<file path="config.mk">
export PLATFORM = sky130hd
export DESIGN_NAME = mmio_test_top
export DESIGN_NICKNAME = d
export VERILOG_FILES = /design/src/mmio_pkg.sv /design/src/csr_pkg.sv /design/src/mmio_wait_gen.sv /design/src/mmio_lane_capture.sv /design/src/mmio_wide_write_port.sv /design/src/mmio_narrow_write_port.sv /design/src/mmio_read_unit.sv /design/src/mmio_test_top.sv
export SDC_FILE = /design/constraint.sdc
export NUM_CORES = 2
export LEC_CHECK = 0
export ABC_AREA = 1
export BUFFER_PORTS_ARGS = -buffer_cell sky130_fd_sc_hd__buf_2
export CORE_ASPECT_RATIO = 0.75
export CORE_MARGIN = 1.5
export CORE_UTILIZATION = 40
export DETAILED_ROUTE_END_ITERATION = 8
export PLACE_DENSITY = 0.65
export SYNTH_ARGS = -nofsm -noshare
export SYNTH_HDL_FRONTEND = slang
export SYNTH_HIERARCHICAL = 1
export SYNTH_SLANG_ARGS = --single-unit
</file>
<file path="constraint.sdc">
create_clock -name clk -period 21.3 [get_ports clk]
set_input_delay 1.065 -clock clk [delete_from_list [all_inputs] [get_ports clk]]
set_output_delay 1.065 -clock clk [all_outputs]
set_load 0.005 [all_outputs]
</file>
<file path="src/mmio_pkg.sv">
// MMIO bus definitions shared by the register test block.
// Holds the widths of the narrow and wide ports, their request and response
// structs, the per-lane structs of the wide write path and the byte offset rule.

`default_nettype none

package mmio_pkg;

    // Number of 64-bit lanes in one 512-bit wide word
    localparam int num_lanes = 8;

    typedef logic [63:0]  mmio_word_t;
    typedef logic [511:0] mmio_data512_t;

    // Addresses are word indices, not byte addresses
    typedef logic [11:0] mmio_addr64_t;
    typedef logic [8:0]  mmio_addr512_t;

    typedef logic [7:0]  mmio_mask64_t;
    typedef logic [63:0] mmio_mask512_t;

    // Byte offset of the first enabled byte within a word
    typedef logic [2:0] mmio_bidx64_t;
    typedef logic [5:0] mmio_bidx512_t;

    typedef struct packed {
        logic         read;
        logic         write;
        mmio_addr64_t address;
        mmio_mask64_t byteenable;
        mmio_word_t   writedata;
    } mmio64_req_t;

    // The wide port is write only, so it carries no read strobe
    typedef struct packed {
        logic          write;
        mmio_addr512_t address;
        mmio_mask512_t byteenable;
        mmio_data512_t writedata;
    } mmio512_req_t;

    typedef struct packed {
        logic       readdatavalid;
        mmio_word_t readdata;
    } mmio64_rsp_t;

    // One lane write, strobed the cycle after a wide write is accepted
    typedef struct packed {
        logic         strobe;
        mmio_word_t   data;
        mmio_mask64_t mask;
    } lane_wr_t;

    typedef struct packed {
        mmio_word_t   data;
        mmio_mask64_t mask;
    } lane_state_t;

    // Index of the lowest set bit in a byte enable mask
    // An empty mask maps to offset 0, and narrow masks are zero extended first
    function automatic mmio_bidx512_t mask_to_bidx(mmio_mask512_t mask);
        mmio_bidx512_t idx;
        idx = '0;
        // Scan downward so that the last hit is the lowest enabled byte
        for (int i = 63; i >= 0; i--)
        begin
            if (mask[i])
            begin
                idx = mmio_bidx512_t'(i);
            end
        end
        return idx;
    endfunction

endpackage

`default_nettype wire

</file>
<file path="src/csr_pkg.sv">
// Register map of the MMIO test block.
// Holds the 64-bit register indices, the device feature header, the
// accelerator ID and the constant status word.

`default_nettype none

package csr_pkg;

    // Index of a 64-bit register in the narrow port address space
    typedef logic [11:0] csr_idx_t;

    // ========================================================================
    // Register indices
    // ========================================================================

    // Feature header group, reduced in the first read stage
    localparam csr_idx_t csr_dfh      = 12'h000;
    localparam csr_idx_t csr_id_lo    = 12'h001;
    localparam csr_idx_t csr_id_hi    = 12'h002;
    localparam csr_idx_t csr_req_addr = 12'h007;

    localparam csr_idx_t csr_status = 12'h010;

    // State of the last narrow write
    localparam csr_idx_t csr_wr64_data = 12'h020;
    localparam csr_idx_t csr_wr64_addr = 12'h030;
    localparam csr_idx_t csr_wr64_mask = 12'h031;

    // State of the last wide write, lane i of the data sits at base plus i
    localparam csr_idx_t csr_wr512_data_base = 12'h040;
    localparam csr_idx_t csr_wr512_addr      = 12'h050;
    localparam csr_idx_t csr_wr512_mask      = 12'h051;

    // ========================================================================
    // Constant register contents
    // ========================================================================

    localparam logic [127:0] accel_id = 128'h5f1c_3d2a_8e47_4b09_a6c3_71e2_90d4_b815;

    // A one entry feature list of type accelerator, flagged as end of list
    localparam mmio_pkg::mmio_word_t dfh_value = {4'h1, 19'h0, 1'b1, 40'h0};

    localparam logic [15:0] clk_freq_mhz = 16'd200;

    // Interface type 0 stands for the Avalon style MMIO ports
    localparam logic [3:0] iface_type_avalon = 4'h0;

    localparam mmio_pkg::mmio_word_t status_value =
        {32'h0, clk_freq_mhz, 12'h0, iface_type_avalon};

endpackage

`default_nettype wire

</file>
<file path="src/mmio_wait_gen.sv">
// Waitrequest pattern generator for both MMIO ports.
// A rotating 16-bit ring stalls each port for fifteen cycles out of sixteen.

`timescale 1ns/1ps
`default_nettype none

module mmio_wait_gen
(
    input  wire  clk,
    input  wire  reset_n,
    output logic wait64,
    output logic wait512
);

    // A single zero circulates through the ring and marks the ready cycle
    logic [15:0] wait_ring;

    always_ff @(posedge clk)
    begin
        if (!reset_n)
        begin
            wait_ring <= {~15'b0, 1'b0};
        end
        else
        begin
            wait_ring <= {wait_ring[14:0], wait_ring[15]};
        end
    end

    // The two taps sit half a turn apart so the ports are ready at different times
    assign wait64  = wait_ring[0];
    assign wait512 = wait_ring[8];

endmodule

`default_nettype wire

</file>
<file path="src/mmio_lane_capture.sv">
// Capture register for one 64-bit lane of the wide write port.
// Keeps the data word and byte mask of the most recent lane write.

`timescale 1ns/1ps
`default_nettype none

module mmio_lane_capture
(
    input  wire                   clk,
    input  wire                   reset_n,
    input  mmio_pkg::lane_wr_t    lane_wr,
    output mmio_pkg::lane_state_t lane_state
);

    import mmio_pkg::*;

    // Reset fills data and mask with ones, which marks a lane never written
    always_ff @(posedge clk)
    begin
        if (!reset_n)
        begin
            lane_state <= '1;
        end
        else if (lane_wr.strobe)
        begin
            lane_state.data <= lane_wr.data;
            lane_state.mask <= lane_wr.mask;
        end
    end

    // The wide port clears its strobe on reset, so a strobe right after a
    // reset edge means the two blocks disagree about reset
    a_no_strobe_in_reset: assert property (@(posedge clk)
        $past(!reset_n) |-> !lane_wr.strobe);

endmodule

`default_nettype wire

</file>
<file path="src/mmio_wide_write_port.sv">
// Write side of the 512-bit MMIO port.
// Records address and byte offset of each accepted write and hands the
// data and mask on to the eight lane capture blocks as strobed lane writes.

`timescale 1ns/1ps
`default_nettype none

module mmio_wide_write_port
(
    input  wire                    clk,
    input  wire                    reset_n,
    input  mmio_pkg::mmio512_req_t req512,
    input  wire                    wait512,
    output mmio_pkg::lane_wr_t [mmio_pkg::num_lanes-1:0] lane_wr,
    output mmio_pkg::mmio_addr512_t wr_addr,
    output mmio_pkg::mmio_bidx512_t wr_bidx
);

    import mmio_pkg::*;

    logic          wr_accept;
    logic          strobe_q;
    mmio_data512_t data_q;
    mmio_mask512_t mask_q;

    // A write is taken on an edge where the slave is not stalling it
    assign wr_accept = req512.write && !wait512;

    // ========================================================================
    // Address and byte offset record
    // ========================================================================

    // Reset leaves the record at all ones so an unwritten port is easy to spot
    always_ff @(posedge clk)
    begin
        if (!reset_n)
        begin
            wr_addr <= '1;
            wr_bidx <= '1;
        end
        else if (wr_accept)
        begin
            wr_addr <= req512.address;
            wr_bidx <= mask_to_bidx(req512.byteenable);
        end
    end

    // ========================================================================
    // Lane write staging
    // ========================================================================

    always_ff @(posedge clk)
    begin
        if (!reset_n)
        begin
            strobe_q <= 1'b0;
        end
        else
        begin
            strobe_q <= wr_accept;
        end
    end

    always_ff @(posedge clk)
    begin
        if (wr_accept)
        begin
            data_q <= req512.writedata;
            mask_q <= req512.byteenable;
        end
    end

    // Lane i takes data bits 64i+63:64i and mask bits 8i+7:8i
    always_comb
    begin
        for (int i = 0; i < num_lanes; i++)
        begin
            lane_wr[i].strobe = strobe_q;
            lane_wr[i].data   = data_q[i*64 +: 64];
            lane_wr[i].mask   = mask_q[i*8 +: 8];
        end
    end

    // An undefined address would corrupt the record at 0x50
    a_wr_addr_known: assert property (@(posedge clk) disable iff (!reset_n)
        req512.write |-> !$isunknown(req512.address));

endmodule

`default_nettype wire

</file>
<file path="src/mmio_narrow_write_port.sv">
// Write side of the 64-bit MMIO port.
// Records data, word address, byte mask and first byte offset of every
// accepted narrow write for readback through the register map.

`timescale 1ns/1ps
`default_nettype none

module mmio_narrow_write_port
(
    input  wire                   clk,
    input  wire                   reset_n,
    input  mmio_pkg::mmio64_req_t req64,
    input  wire                   wait64,
    output mmio_pkg::mmio_word_t  wr_data,
    output mmio_pkg::mmio_addr64_t wr_addr,
    output mmio_pkg::mmio_mask64_t wr_mask,
    output mmio_pkg::mmio_bidx64_t wr_bidx
);

    import mmio_pkg::*;

    logic wr_accept;

    assign wr_accept = req64.write && !wait64;

    // The record is visible to a read accepted on any later edge
    always_ff @(posedge clk)
    begin
        if (!reset_n)
        begin
            wr_data <= '0;
            wr_addr <= '0;
            wr_mask <= '0;
            wr_bidx <= '0;
        end
        else if (wr_accept)
        begin
            wr_data <= req64.writedata;
            wr_addr <= req64.address;
            wr_mask <= req64.byteenable;
            // Same lowest byte rule as the wide port, on a zero extended mask
            wr_bidx <= mmio_bidx64_t'(mask_to_bidx(mmio_mask512_t'(req64.byteenable)));
        end
    end

    // The read pipeline and this port share one request, so both at once is illegal
    a_no_read_and_write: assert property (@(posedge clk) disable iff (!reset_n)
        !(req64.read && req64.write));

endmodule

`default_nettype wire

</file>
<file path="src/mmio_read_unit.sv">
// Read pipeline of the 64-bit MMIO port.
// Stage 1 takes the read and reduces the header group and the wide lanes,
// stage 2 selects by register index. Data returns two cycles after acceptance.

`timescale 1ns/1ps
`default_nettype none

module mmio_read_unit
(
    input  wire                     clk,
    input  wire                     reset_n,
    input  mmio_pkg::mmio64_req_t   req64,
    input  wire                     wait64,
    input  mmio_pkg::mmio_word_t    narrow_data,
    input  mmio_pkg::mmio_addr64_t  narrow_addr,
    input  mmio_pkg::mmio_mask64_t  narrow_mask,
    input  mmio_pkg::mmio_bidx64_t  narrow_bidx,
    input  mmio_pkg::mmio_addr512_t wide_addr,
    input  mmio_pkg::mmio_bidx512_t wide_bidx,
    input  mmio_pkg::lane_state_t [mmio_pkg::num_lanes-1:0] lanes,
    output mmio_pkg::mmio64_rsp_t   rsp64
);

    import mmio_pkg::*;
    import csr_pkg::*;

    logic          rd_accept;
    csr_idx_t      rd_idx;
    mmio_bidx64_t  req_bidx;
    logic [31:0]   req_byte_addr;
    logic          rd_valid_q;
    csr_idx_t      rd_idx_q;
    mmio_word_t    hdr_q;
    mmio_word_t    lane_q;
    mmio_mask512_t wide_mask;
    mmio_word_t    rd_mux;
    logic          rdv_q;
    mmio_word_t    rdata_q;

    assign rd_accept = req64.read && !wait64;
    assign rd_idx    = csr_idx_t'(req64.address);

    // Byte address of the current request, word index times eight plus offset
    assign req_bidx      = mmio_bidx64_t'(mask_to_bidx(mmio_mask512_t'(req64.byteenable)));
    assign req_byte_addr = 32'({req64.address, req_bidx});

    // ========================================================================
    // Stage 1
    // ========================================================================

    always_ff @(posedge clk)
    begin
        if (!reset_n)
        begin
            rd_valid_q <= 1'b0;
        end
        else
        begin
            rd_valid_q <= rd_accept;
        end
    end

    // The reductions run every cycle, only the valid bit marks a real read
    always_ff @(posedge clk)
    begin
        rd_idx_q <= rd_idx;
        lane_q   <= lanes[rd_idx[2:0]].data;

        case (rd_idx[3:0])
            csr_dfh[3:0]:      hdr_q <= dfh_value;
            csr_id_lo[3:0]:    hdr_q <= accel_id[63:0];
            csr_id_hi[3:0]:    hdr_q <= accel_id[127:64];
            // Replicated so either 32-bit half reads the full byte address
            csr_req_addr[3:0]: hdr_q <= {req_byte_addr, req_byte_addr};
            default:           hdr_q <= '0;
        endcase
    end

    // ========================================================================
    // Stage 2
    // ========================================================================

    // The wide mask is spread across the lanes, lane 0 in the low byte
    always_comb
    begin
        for (int i = 0; i < num_lanes; i++)
        begin
            wide_mask[i*8 +: 8] = lanes[i].mask;
        end
    end

    always_comb
    begin
        if (rd_idx_q[11:4] == csr_dfh[11:4])
        begin
            rd_mux = hdr_q;
        end
        else if (rd_idx_q[11:3] == csr_wr512_data_base[11:3])
        begin
            rd_mux = lane_q;
        end
        else
        begin
            case (rd_idx_q)
                csr_status:     rd_mux = status_value;
                csr_wr64_data:  rd_mux = narrow_data;
                csr_wr64_addr:  rd_mux = mmio_word_t'({narrow_addr, narrow_bidx});
                csr_wr64_mask:  rd_mux = mmio_word_t'(narrow_mask);
                csr_wr512_addr: rd_mux = mmio_word_t'({wide_addr, wide_bidx});
                csr_wr512_mask: rd_mux = wide_mask;
                // Unmapped indices read as zero
                default:        rd_mux = '0;
            endcase
        end
    end

    always_ff @(posedge clk)
    begin
        if (!reset_n)
        begin
            rdv_q <= 1'b0;
        end
        else
        begin
            rdv_q <= rd_valid_q;
        end
    end

    always_ff @(posedge clk)
    begin
        rdata_q <= rd_mux;
    end

    assign rsp64.readdatavalid = rdv_q;
    assign rsp64.readdata      = rdata_q;

    // Fixed latency of two cycles from the accepting edge, with no slip
    a_read_latency: assert property (@(posedge clk) disable iff (!reset_n)
        $past(reset_n) |-> (rsp64.readdatavalid == $past(rd_accept && reset_n, 2)));

endmodule

`default_nettype wire

</file>
<file path="src/mmio_test_top.sv">
// Top of the MMIO register test block.
// Ties the waitrequest generator, the narrow and wide write ports, the
// eight lane capture registers and the read pipeline together.

`timescale 1ns/1ps
`default_nettype none

module mmio_test_top
(
    input  wire                    clk,
    input  wire                    reset_n,
    input  mmio_pkg::mmio64_req_t  req64,
    output logic                   wait64,
    output mmio_pkg::mmio64_rsp_t  rsp64,
    input  mmio_pkg::mmio512_req_t req512,
    output logic                   wait512
);

    import mmio_pkg::*;

    lane_wr_t    [num_lanes-1:0] lane_wr;
    lane_state_t [num_lanes-1:0] lane_state;

    mmio_word_t    narrow_data;
    mmio_addr64_t  narrow_addr;
    mmio_mask64_t  narrow_mask;
    mmio_bidx64_t  narrow_bidx;
    mmio_addr512_t wide_addr;
    mmio_bidx512_t wide_bidx;

    mmio_wait_gen u_wait_gen
    (
        .clk     (clk),
        .reset_n (reset_n),
        .wait64  (wait64),
        .wait512 (wait512)
    );

    mmio_wide_write_port u_wide_write
    (
        .clk     (clk),
        .reset_n (reset_n),
        .req512  (req512),
        .wait512 (wait512),
        .lane_wr (lane_wr),
        .wr_addr (wide_addr),
        .wr_bidx (wide_bidx)
    );

    // One capture register per 64-bit lane of the wide word
    for (genvar i = 0; i < num_lanes; i++)
    begin : g_lane
        mmio_lane_capture u_lane
        (
            .clk        (clk),
            .reset_n    (reset_n),
            .lane_wr    (lane_wr[i]),
            .lane_state (lane_state[i])
        );
    end

    mmio_narrow_write_port u_narrow_write
    (
        .clk     (clk),
        .reset_n (reset_n),
        .req64   (req64),
        .wait64  (wait64),
        .wr_data (narrow_data),
        .wr_addr (narrow_addr),
        .wr_mask (narrow_mask),
        .wr_bidx (narrow_bidx)
    );

    mmio_read_unit u_read_unit
    (
        .clk         (clk),
        .reset_n     (reset_n),
        .req64       (req64),
        .wait64      (wait64),
        .narrow_data (narrow_data),
        .narrow_addr (narrow_addr),
        .narrow_mask (narrow_mask),
        .narrow_bidx (narrow_bidx),
        .wide_addr   (wide_addr),
        .wide_bidx   (wide_bidx),
        .lanes       (lane_state),
        .rsp64       (rsp64)
    );

endmodule

`default_nettype wire

</file>
==> results_dict.tcl <==
set metrics [dict create \
    status "finished, final reports clean" \
    rr_worst_depth 4 \
    dpl-instance-area_um2 56300 \
    dr_total_vias 40100 \
    p_leak_uw 0.0271 \
    finalSetupTns_ps 0 \
    start_kind "input port" \
    endpoint_kind "register" \
    cts_tree "built" \
    p_int_uw 4460 \
    setup-violations-final 0 \
    grt_pass1_vias 38300 \
    r2r-end "u_wide_write/data_q[236]" \
    critPathMaxStageDelay_ps 190 \
    via_per_inst 5.20 \
    syn_avg_cell_area_um2 9.96 \
    first_pass_iters 5 \
    hp-class "register to register" \
    netlist_area_um2 52200 \
    path_clk_slew_ps 60 \
    clock_skew_ps 34.4 \
    drive_gt1_share_pct 17.5 \
    netlist_instances 5239 \
    core_area_um2 129000 \
    finalWirelength_mm 174 \
    ys_seq_area_share_pct 66.6 \
    period_share_pct 18.4 \
    cp.required_ps 21960 \
    layout.nets 6510 \
    post-route-min-period_ps 3920 \
    power_density_nw_per_um2 94.0 \
    worstMarginPinSlew_ps 1350 \
    cts.sinks 1446 \
    first_iter_violations 4510 \
    die-area_um2 133000 \
    ys_async_sr_fraction_pct 0 \
    crit_arrival_ps 4580 \
    clock_path_buffers 3 \
    rows 114 \
    grt_max_degree 236 \
    htree_num_levels 4 \
    crit_slowest_cell "nand2_1" \
    start_util_pct 40.4 \
    path_max_fanout 3 \
    ys_ff_latch 1446 \
    synth.distinct_cells 43 \
    drc 0 \
    root_buffer "clkbuf_16" \
    ant_nets 0 \
    slew_viol_final 0 \
    grt_overflow 0 \
    ys.flop_type "dfxtp_1" \
    power_switching_share_pct 22.3 \
    hold_end "u_wait_gen/wait_ring[13]" \
    die_x_um 420 \
    cts_buffers 142 \
    pwr-share-clk_pct 44.7 \
    grt_pass1_wl_mm 250 \
    p_sw_uw 1280 \
    ios 741 \
    cts_setup_buffers 0 \
    hold_buffers 0 \
    syn_nets 5913 \
    holdPathStages 2 \
    max_freq_mhz 255 \
    seqPwrFrac_pct 51.0 \
    crit_type "input port to register" \
    hold_viol_final 0 \
    gp_congestion 0.917 \
    relSlewSlack_pct 10.3 \
    synth_edf_count 576 \
    drv_cap 0 \
    rsz0062_at_grt "false" \
    place_hpwl_mm 115 \
    comb_power_share_pct 4.3 \
    areaGrowthSynthToFinish_pct 17.0 \
    min_from "u_wait_gen/wait_ring[12]" \
    stdcell_area_um2 61000 \
    ir_drop_v 0.0000669 \
    yosysWarnings 6 \
    clk_latency_ps 800 \
    r2r_start "u_wait_gen/wait_ring[8]" \
    ff2ff_setup_slack_ps 18130 \
    cts.repair.resized 0 \
    portBuffers 740 \
    wire_per_inst_um 22.6 \
    die_h_um 316 \
    crit_top_cell "nand2_1" \
    antenna_found_initial 40 \
    grtUsageTotal_pct 25.7 \
]
sequential cells by signal (all words and copies together) (netlist names), 16 cells and up:
name	flops
u_wide_write/data_q	512
u_wait_gen/wait_ring	16
u_wide_write/mask_q	64
u_read_unit/lane_q	64
u_narrow_write/wr_data	64
u_read_unit/rdata_q	64
g_lane.u_lane/lane_state	576
u_read_unit/hdr_q	33
worst max-delay path by stage:
stage,from,slack [ps],end,depth (start not counted)
global route,req512[573],16860,u_wide_write/wr_bidx[0],63
finish,req512[573],17380,u_wide_write/wr_bidx[0],63
floorplan,req512[585],3240,u_wide_write/data_q[0],3
CTS,req512[573],17520,u_wide_write/wr_bidx[0],63
detailed placement,req512[573],16730,u_wide_write/wr_bidx[0],63
global placement,req512[574],16460,u_wide_write/wr_bidx[0],64
final cells by class:
cell class / count / area, um^2
Fill cell: 12100 / 68000
Clock buffer: 202 / 4120
Antenna cell: 23 / 57.6
Multi-Input combinational cell: 3291 / 14500
Clock inverter: 58 / 599
Sequential cell: 1446 / 34700
Inverter: 179 / 828
Tap cell: 1740 / 2180
Timing Repair Buffer: 776 / 4060
power groups by stage:
stage / registers (uW) / clock network [uW] / logic (uW)
CTS: 2930 / 2600 / 248
global route: 2930 / 2720 / 266
detailed placement: 2990 / 0 / 246
floorplan: 2970 / 0 / 109
finish: 2930 / 2560 / 248
global placement: 2990 / 0 / 246
kinds of logic after synthesis:
| family | Yosys count | synth area share [%] |
|---|---|---|
| simple gates | 2947 | 23.4 |
| flops | 1446 | 66.6 |
| buf+inv | 502 | 5.73 |
| compound gates | 343 | 4.26 |
| other cells | 1 | 0.00719 |
metrics by stage:
stage	hold slack, ps	util, %	cells	setup slack (ps)	total power [uW]
finish	403	47.3	7715	17380	5740
floorplan	380	-	5239	3240	3080
detailed placement	394	43.6	7432	16730	3240
CTS	384	47.2	7692	17520	5780
global placement	386	43.6	7432	16460	3240
global route	399	47.3	7710	16860	5920
synth_stat cells (9+ instances only):
cell	n	share of area, %
nor2_1	362	2.6
nand3_1	676	6.5
clkbuf_2	9	0.086
inv_1	150	1.1
nand4_1	82	0.98
a22oi_1	108	1.6
dfxtp_1	870	33
nand2_1	1788	13
inv_2	12	0.086
o21ai_1	58	0.56
edfxtp_1	576	33
nor3_1	17	0.16
a221oi_1	11	0.18
buf_6	66	1.4
buf_2	112	1.1
clkbuf_1	53	0.38
a21oi_1	56	0.54
buf_4	78	1.1
a31oi_1	17	0.20
o21ai_0	46	0.44
a41oi_1	38	0.64
metal layers:
layer | part of all wire [%] | routed length (um) | vias up | GRT usage (%)
met5 | 0.037 | 65 | - | 0
met4 | 4.2 | 7320 | 10 | 11.8
met3 | 7.1 | 12400 | 317 | 4.36
met2 | 48 | 83000 | 1686 | 41.8
met1 | 41 | 71700 | 19400 | 33.6
li1 | - | - | 18700 | -
worst max-delay path: cells and delay by family:
family                 cells  cell delay [ps]
buffers and inverters      2              170
AND/OR/NAND/NOR           61             3310
cells in the final DEF (no fill, tap or decap), types with 23 or more instances in the layout:
cell type and count:
nand4_1 82, buf_4 31, clkbuf_16 148, a41oi_1 38, edfxtp_1 576, dfxtp_1 869, a22oi_1 108, buf_2 738
clkbuf_1 33, o21ai_0 46, o21ai_1 58, inv_1 149, nand3_1 676, a21oi_1 56, clkinv_2 26, diode_2 23
nand2_1 1788, nor2_1 360
Power figures use the tool's default switching activity.
